`config.mk`:
```
export PLATFORM = sky130hd
export DESIGN_NAME = reservation_station
export DESIGN_NICKNAME = d
export VERILOG_FILES = /design/src/common/core_types_pkg.sv /design/src/common/rs_pkg.sv /design/src/hw/reservation_station.sv /design/src/rs_bank/entry_picker.sv /design/src/rs_bank/rs_bank.sv
export VERILOG_INCLUDE_DIRS = /design/src /design/src/common
export SDC_FILE = /design/constraint.sdc
export NUM_CORES = 1
export LEC_CHECK = 0
export BUFFER_PORTS_ARGS = -buffer_cell sky130_fd_sc_hd__buf_2
export CORE_UTILIZATION = 45
export DETAILED_ROUTE_END_ITERATION = 12
export GPL_TIMING_DRIVEN = 0
export REMOVE_ABC_BUFFERS = 1
export SKIP_CTS_REPAIR_TIMING = 1
export SLEW_MARGIN = 10
export SYNTH_ARGS = -nofsm -noshare
export SYNTH_HDL_FRONTEND = slang
export SYNTH_HIERARCHICAL = 1
export SYNTH_SLANG_ARGS = --single-unit
```
`constraint.sdc`:
```
create_clock -name clk -period 10.9 [get_ports clk]
set_input_delay 1.635 -clock clk [delete_from_list [all_inputs] [get_ports clk]]
set_output_delay 1.635 -clock clk [all_outputs]
set_load 0.02 [all_outputs]
```
`src/common/rs_macros.svh`:
```
`ifndef RS_MACROS_SVH
`define RS_MACROS_SVH

// bank sizes
`define RS_ADD_ENTRIES 8
`define RS_MUL_ENTRIES 4

// physical register tag, 64 pregs
`define PREG_BITS 6

// rv32 architectural register number
`define AREG_BITS 5

// rob index, must track rob depth
`define ROB_BITS 6

`endif

```
`src/common/core_types_pkg.sv`:
```
`include "rs_macros.svh"

package core_types_pkg;

    // renamed register tag, also what the broadcast buses carry
    typedef logic [`PREG_BITS-1:0] preg_t;

    // x0..x31
    typedef logic [`AREG_BITS-1:0] areg_t;

    // slot in the reorder buffer
    typedef logic [`ROB_BITS-1:0] rob_idx_t;

endpackage

```
`src/common/rs_pkg.sv`:
```
package rs_pkg;

    // which bank a dispatched instruction goes to
    typedef enum logic {
        FU_ALU = 1'b0,
        FU_MUL = 1'b1
    } fu_kind_t;

    typedef enum logic [2:0] {
        ALU_ADD = 3'd0,
        ALU_SUB = 3'd1,
        ALU_AND = 3'd2,
        ALU_OR  = 3'd3,
        ALU_XOR = 3'd4,
        ALU_SLT = 3'd5
    } alu_op_t;

    typedef enum logic [1:0] {
        MUL_MUL    = 2'd0,
        MUL_MULH   = 2'd1, // signed x signed, upper half
        MUL_MULHSU = 2'd2, // signed x unsigned
        MUL_MULHU  = 2'd3
    } mul_op_t;

    // one station slot, op code lives in a separate array per bank
    typedef struct packed {
        logic                     busy;    // slot holds a live instruction
        core_types_pkg::preg_t    ps1;
        logic                     ps1_rdy;
        core_types_pkg::preg_t    ps2;
        logic                     ps2_rdy;
        core_types_pkg::preg_t    pd;
        core_types_pkg::areg_t    rd;
        core_types_pkg::rob_idx_t rob_idx;
    } rs_entry_t;

endpackage

```
`src/hw/reservation_station.sv`:
```
`timescale 1ns/1ps
`include "rs_macros.svh"

module reservation_station (
    input  logic                     clk,
    input  logic                     rst,
    // dispatch from rename
    input  logic                     dispatch_valid,
    input  rs_pkg::fu_kind_t         dispatch_fu,
    input  core_types_pkg::preg_t    dispatch_ps1,
    input  logic                     dispatch_ps1_rdy,
    input  core_types_pkg::preg_t    dispatch_ps2,
    input  logic                     dispatch_ps2_rdy,
    input  core_types_pkg::preg_t    dispatch_pd,
    input  core_types_pkg::areg_t    dispatch_rd,
    input  core_types_pkg::rob_idx_t dispatch_rob_idx,
    input  rs_pkg::alu_op_t          dispatch_alu_op,
    input  rs_pkg::mul_op_t          dispatch_mul_op,
    // completion broadcasts
    input  logic                     alu_bcast_valid,
    input  core_types_pkg::preg_t    alu_bcast_tag,
    input  logic                     mul_bcast_valid,
    input  core_types_pkg::preg_t    mul_bcast_tag,
    // fu back-pressure
    input  logic                     alu_busy,
    input  logic                     mul_busy,
    output logic                     add_full,
    output logic                     mul_full,
    // alu issue
    output logic                     alu_issue_valid,
    output core_types_pkg::preg_t    alu_issue_ps1,
    output core_types_pkg::preg_t    alu_issue_ps2,
    output core_types_pkg::preg_t    alu_issue_pd,
    output core_types_pkg::areg_t    alu_issue_rd,
    output core_types_pkg::rob_idx_t alu_issue_rob_idx,
    output rs_pkg::alu_op_t          alu_issue_op,
    // mul issue
    output logic                     mul_issue_valid,
    output core_types_pkg::preg_t    mul_issue_ps1,
    output core_types_pkg::preg_t    mul_issue_ps2,
    output core_types_pkg::preg_t    mul_issue_pd,
    output core_types_pkg::areg_t    mul_issue_rd,
    output core_types_pkg::rob_idx_t mul_issue_rob_idx,
    output rs_pkg::mul_op_t          mul_issue_op
);
    import rs_pkg::*;

    logic add_wr_req;
    logic mul_wr_req;

    // steer to one bank, each bank checks its own full flag
    assign add_wr_req = dispatch_valid && (dispatch_fu == FU_ALU);
    assign mul_wr_req = dispatch_valid && (dispatch_fu == FU_MUL);

    rs_bank #(
        .payload_t (alu_op_t),
        .DEPTH     (`RS_ADD_ENTRIES)
    ) add_bank (
        .clk           (clk),
        .rst           (rst),
        .wr_req        (add_wr_req),
        .wr_ps1        (dispatch_ps1),
        .wr_ps1_rdy    (dispatch_ps1_rdy),
        .wr_ps2        (dispatch_ps2),
        .wr_ps2_rdy    (dispatch_ps2_rdy),
        .wr_pd         (dispatch_pd),
        .wr_rd         (dispatch_rd),
        .wr_rob_idx    (dispatch_rob_idx),
        .wr_op         (dispatch_alu_op),
        .bcast_a_valid (alu_bcast_valid),
        .bcast_a_tag   (alu_bcast_tag),
        .bcast_b_valid (mul_bcast_valid),
        .bcast_b_tag   (mul_bcast_tag),
        .fu_busy       (alu_busy),
        .full          (add_full),
        .issue_valid   (alu_issue_valid),
        .issue_ps1     (alu_issue_ps1),
        .issue_ps2     (alu_issue_ps2),
        .issue_pd      (alu_issue_pd),
        .issue_rd      (alu_issue_rd),
        .issue_rob_idx (alu_issue_rob_idx),
        .issue_op      (alu_issue_op)
    );

    rs_bank #(
        .payload_t (mul_op_t),
        .DEPTH     (`RS_MUL_ENTRIES)
    ) mul_bank (
        .clk           (clk),
        .rst           (rst),
        .wr_req        (mul_wr_req),
        .wr_ps1        (dispatch_ps1),
        .wr_ps1_rdy    (dispatch_ps1_rdy),
        .wr_ps2        (dispatch_ps2),
        .wr_ps2_rdy    (dispatch_ps2_rdy),
        .wr_pd         (dispatch_pd),
        .wr_rd         (dispatch_rd),
        .wr_rob_idx    (dispatch_rob_idx),
        .wr_op         (dispatch_mul_op),
        .bcast_a_valid (alu_bcast_valid),
        .bcast_a_tag   (alu_bcast_tag),
        .bcast_b_valid (mul_bcast_valid),
        .bcast_b_tag   (mul_bcast_tag),
        .fu_busy       (mul_busy),
        .full          (mul_full),
        .issue_valid   (mul_issue_valid),
        .issue_ps1     (mul_issue_ps1),
        .issue_ps2     (mul_issue_ps2),
        .issue_pd      (mul_issue_pd),
        .issue_rd      (mul_issue_rd),
        .issue_rob_idx (mul_issue_rob_idx),
        .issue_op      (mul_issue_op)
    );

endmodule

```
`src/rs_bank/entry_picker.sv`:
```
`timescale 1ns/1ps

module entry_picker #(
    parameter int N = 4
) (
    input  logic [N-1:0]         req,
    output logic                 found,
    output logic [$clog2(N)-1:0] idx
);
    localparam int IDX_BITS = $clog2(N);

    always_comb
    begin
        found = |req;
        idx   = '0;
        // walk down so the lowest set bit wins
        for (int i = N - 1; i >= 0; i--)
        begin
            if (req[i])
            begin
                idx = IDX_BITS'(i);
            end
        end
    end

endmodule

```
`src/rs_bank/rs_bank.sv`:
```
`timescale 1ns/1ps

module rs_bank #(
    parameter type payload_t = logic,
    parameter int  DEPTH     = 4
) (
    input  logic                     clk,
    input  logic                     rst,
    input  logic                     wr_req,
    input  core_types_pkg::preg_t    wr_ps1,
    input  logic                     wr_ps1_rdy,
    input  core_types_pkg::preg_t    wr_ps2,
    input  logic                     wr_ps2_rdy,
    input  core_types_pkg::preg_t    wr_pd,
    input  core_types_pkg::areg_t    wr_rd,
    input  core_types_pkg::rob_idx_t wr_rob_idx,
    input  payload_t                 wr_op,
    input  logic                     bcast_a_valid,
    input  core_types_pkg::preg_t    bcast_a_tag,
    input  logic                     bcast_b_valid,
    input  core_types_pkg::preg_t    bcast_b_tag,
    input  logic                     fu_busy,
    output logic                     full,
    output logic                     issue_valid,
    output core_types_pkg::preg_t    issue_ps1,
    output core_types_pkg::preg_t    issue_ps2,
    output core_types_pkg::preg_t    issue_pd,
    output core_types_pkg::areg_t    issue_rd,
    output core_types_pkg::rob_idx_t issue_rob_idx,
    output payload_t                 issue_op
);
    import core_types_pkg::*;
    import rs_pkg::*;

    localparam int IDX_BITS = $clog2(DEPTH);

    rs_entry_t entries [DEPTH];
    payload_t  ops     [DEPTH]; // op code per slot

    logic [DEPTH-1:0]    busy_vec;
    logic [DEPTH-1:0]    ready_vec;
    logic                free_found;
    logic [IDX_BITS-1:0] free_idx;
    logic                ready_found;
    logic [IDX_BITS-1:0] ready_idx;
    logic                accept;

    // true when either bus completes this tag in the current cycle
    function automatic logic bcast_hit(input preg_t tag);
        return (bcast_a_valid && (bcast_a_tag == tag)) ||
               (bcast_b_valid && (bcast_b_tag == tag));
    endfunction

    always_comb
    begin
        for (int i = 0; i < DEPTH; i++)
        begin
            busy_vec[i]  = entries[i].busy;
            ready_vec[i] = entries[i].busy && entries[i].ps1_rdy && entries[i].ps2_rdy;
        end
    end

    entry_picker #(.N(DEPTH)) free_pick (
        .req   (~busy_vec),
        .found (free_found),
        .idx   (free_idx)
    );

    entry_picker #(.N(DEPTH)) ready_pick (
        .req   (ready_vec),
        .found (ready_found),
        .idx   (ready_idx)
    );

    assign full        = ~free_found; // every slot busy
    assign accept      = wr_req && ~full;
    assign issue_valid = ready_found && ~fu_busy;

    // zeroed when nothing issues
    assign issue_ps1     = issue_valid ? entries[ready_idx].ps1 : '0;
    assign issue_ps2     = issue_valid ? entries[ready_idx].ps2 : '0;
    assign issue_pd      = issue_valid ? entries[ready_idx].pd : '0;
    assign issue_rd      = issue_valid ? entries[ready_idx].rd : '0;
    assign issue_rob_idx = issue_valid ? entries[ready_idx].rob_idx : '0;
    assign issue_op      = issue_valid ? ops[ready_idx] : payload_t'(0);

    always_ff @(posedge clk)
    begin
        if (rst)
        begin
            for (int i = 0; i < DEPTH; i++)
            begin
                entries[i].busy <= 1'b0;
            end
        end
        else
        begin
            // wakeup of stored sources
            for (int i = 0; i < DEPTH; i++)
            begin
                if (bcast_hit(entries[i].ps1))
                begin
                    entries[i].ps1_rdy <= 1'b1;
                end
                if (bcast_hit(entries[i].ps2))
                begin
                    entries[i].ps2_rdy <= 1'b1;
                end
            end

            if (issue_valid)
            begin
                entries[ready_idx].busy <= 1'b0; // fu takes it this cycle
            end

            // free slot is never the issuing one, so no overlap here
            if (accept)
            begin
                entries[free_idx] <= '{
                    busy:    1'b1,
                    ps1:     wr_ps1,
                    ps1_rdy: wr_ps1_rdy || bcast_hit(wr_ps1),
                    ps2:     wr_ps2,
                    ps2_rdy: wr_ps2_rdy || bcast_hit(wr_ps2),
                    pd:      wr_pd,
                    rd:      wr_rd,
                    rob_idx: wr_rob_idx
                };
            end
        end
    end

    always_ff @(posedge clk)
    begin
        if (accept)
        begin
            ops[free_idx] <= wr_op;
        end
    end

endmodule
```
==> results.cfg <==
[run_status]
status = finished, final reports clean

[floorplan]
dieWidth_um = 212
core_mm2 = 0.0434
rows = 76
boundaryPins = 123
start_util = 0.459
die_area_mm2 = 0.0450
die_h_um = 212

[sta]
hold_violations = 0
period_needed_ns = 5.49
fmax_ghz = 0.182
slew_headroom = 0.208
rsz0062_at_grt = false
skew_ns = 0.0255
worst_slew_pin_slew_ns = 1.19
fin_setup_tns_ns = 0
setup_slack_ns = 5.41
slew_viol_final = 0
period_share = 0.504
setup_viol = 0
holdWs_ns = 0.506

[power]
leakagePower_nw = 7.18
peakVddDrop_v = 0.000129
powerDensity_mw_per_mm2 = 154
total_power_mw = 3.52

[critical_path]
r2r_end = add_bank/entries[7][14]
endpoint_kind = primary output
worstRegToRegCells = 7
r2r_slack_ns = 7.85
critPathRequiredTime_ns = 9.27
start_kind = flop
r2r_start = add_bank/entries[5][31]
worst_ep_arrival_time_ns = 3.86
crit_type = reg2out
worst-path-max-fanout = 14

[detailed_routing]
vias_per_cell = 5.88
drtIter0Drc = 1048
wl_per_cell_um = 25.9
firstDrtPassIters = 8
wl_mm = 55.3
detail-route-antenna-nets = 0
drcViolationCount = 0
via_count = 12600

[cells_and_area]
area_growth_syn_to_layout_pct = 14.7
fillers = 3641
layout-drive-gt1-share = 0.194
antennaDiodeCount = 0
instances_no_fill = 2139
final_cell_mix = edfxtp_1 (380), xnor2_1 (312), buf_2 (123), a22oi_1 (64), nand4_1 (57)
finalInstanceArea_mm2 = 0.0228
layout.nets = 1580
final_util = 0.526
final_common_cell = edfxtp_1

[placement]
dp_cells = 2063
dpl_cell_area_mm2 = 0.0214
dp_slack_ns = 5.75
dpl.hpwl_mm = 36.1
gp_congestion = 0.811
portBuffers = 122

[yosys]
ys_types = 49
synth.cell_area_mm2 = 0.0199
synth_area_leaders = edfxtp_1 (57%), xnor2_1 (14%), dfxtp_1 (3.6%)
async_flop_share = 0
ys_warn_count = 6
synth_top_cell_by_area = edfxtp_1
syn_inst = 1395
synth_top_area_share = 0.574
syn_area_per_cell_um2 = 14.3
synth-edff-count = 380
ys_seq_area_frac = 0.610
ys.flop_type = edfxtp_1
synth-seq-cells = 416

[clocking]
clkSinkCount = 416
cts_buffers = 44
clkTransAtPathRegs_ns = 0.06
clockRootBuffer = clkbuf_16
cts_tree = yes
clkLatencyLatePin_ns = 0.60
cts_buffer_depth = 3
cts_max_level = 2

[global_route]
grt_max_degree = 34
antenna_found_initial = 0
grt_pass1_vias = 12900
overflow = 0
grtUsageTotal = 0.249
grt_pass1_wl_mm = 82.2

[hold_path]
holdPathStages = 2
hold_path.class = reg2reg
hold_end = add_bank/entries[5][17]
hold_start = add_bank/entries[5][17]

[flow_run]
cap_viol_max_count = 0
## Yosys cell counts (all sizes together), types with 31 or more instances
| cell type | count |
|---|---|
| nor2 | 32 |
| mux4 | 31 |
| a22oi | 64 |
| buf | 70 |
| nand4 | 57 |
| dfxtp | 36 |
| a221oi | 32 |
| edfxtp | 380 |
| a22o | 32 |
| xnor2 | 312 |
| and2 | 32 |
| nand3 | 52 |
| a31oi | 32 |
## worst max path at each step
stage | endpoint | startpoint | cells past startpoint
6_report | alu_issue_ps2[4] | add_bank/entries[2][31] | 10
5_1_grt | alu_issue_ps2[4] | add_bank/entries[6][31] | 10
4_1_cts | alu_issue_ps1[4] | add_bank/entries[4][24] | 10
3_5_place_dp | alu_issue_ps1[4] | add_bank/entries[2][31] | 9
3_3_place_gp | mul_issue_ps1[1] | mul_bank/entries[3][31] | 6
2_1_floorplan | alu_issue_ps1[0] | add_bank/entries[4][24] | 6
## worst max-delay path, cell delays in order, from the launching register on
cell and delay (ns):
dfxtp_1 0.36, and3_1 0.21, nor2_1 0.18, and3b_1 0.51
nor3b_4 0.78, buf_8 0.25, buf_8 0.17, a22o_1 0.18
a221oi_2 0.05, a31oi_1 0.34, buf_2 0.24
## sequential cells by signal (all words and copies together) (netlist names)
signal            cells
add_bank/entries    256
mul_bank/entries    128
add_bank/ops         24
mul_bank/ops          8
## where the power goes
part	internal, mW	leakage (nW)	switching, mW
Clock	0.827	0.656	0.629
Combinational	0.102	2.80	0.161
Sequential	1.78	3.73	0.0199
Total	2.71	7.18	0.810
## cell families (layout without fill, tap and decap cells)
| group | Yosys count | count (layout) | share of synthesized area |
|---|---|---|---|
| compound gates | 235 | 235 | 0.0892 |
| xor+xnor | 336 | 336 | 0.148 |
| buf+inv | 112 | 271 | 0.0354 |
| flops | 416 | 416 | 0.610 |
| mux | 52 | 52 | 0.0464 |
| simple gates | 244 | 244 | 0.0709 |
## routing by layer
| layer | wire length [µm] | global-route usage | vias up |
|---|---|---|---|
| li1 | - | - | 5589 |
| met1 | 23900 | 0.333 | 6425 |
| met2 | 26700 | 0.418 | 462 |
| met3 | 3380 | 0.0386 | 98 |
| met4 | 1310 | 0.0781 | 0 |
| met5 | 0 | 0 | - |
## cell type report
type,count,area (µm²),area share
multi-input combinational,867,7170,0.314
clock buffer,61,1170,0.0515
clock inverter,15,186,0.00817
sequential,416,12100,0.532
timing repair buffer,171,1330,0.0581
inverter,24,90.1,0.00395
tap,585,732,0.0321
(Power assumes the default switching activity.)
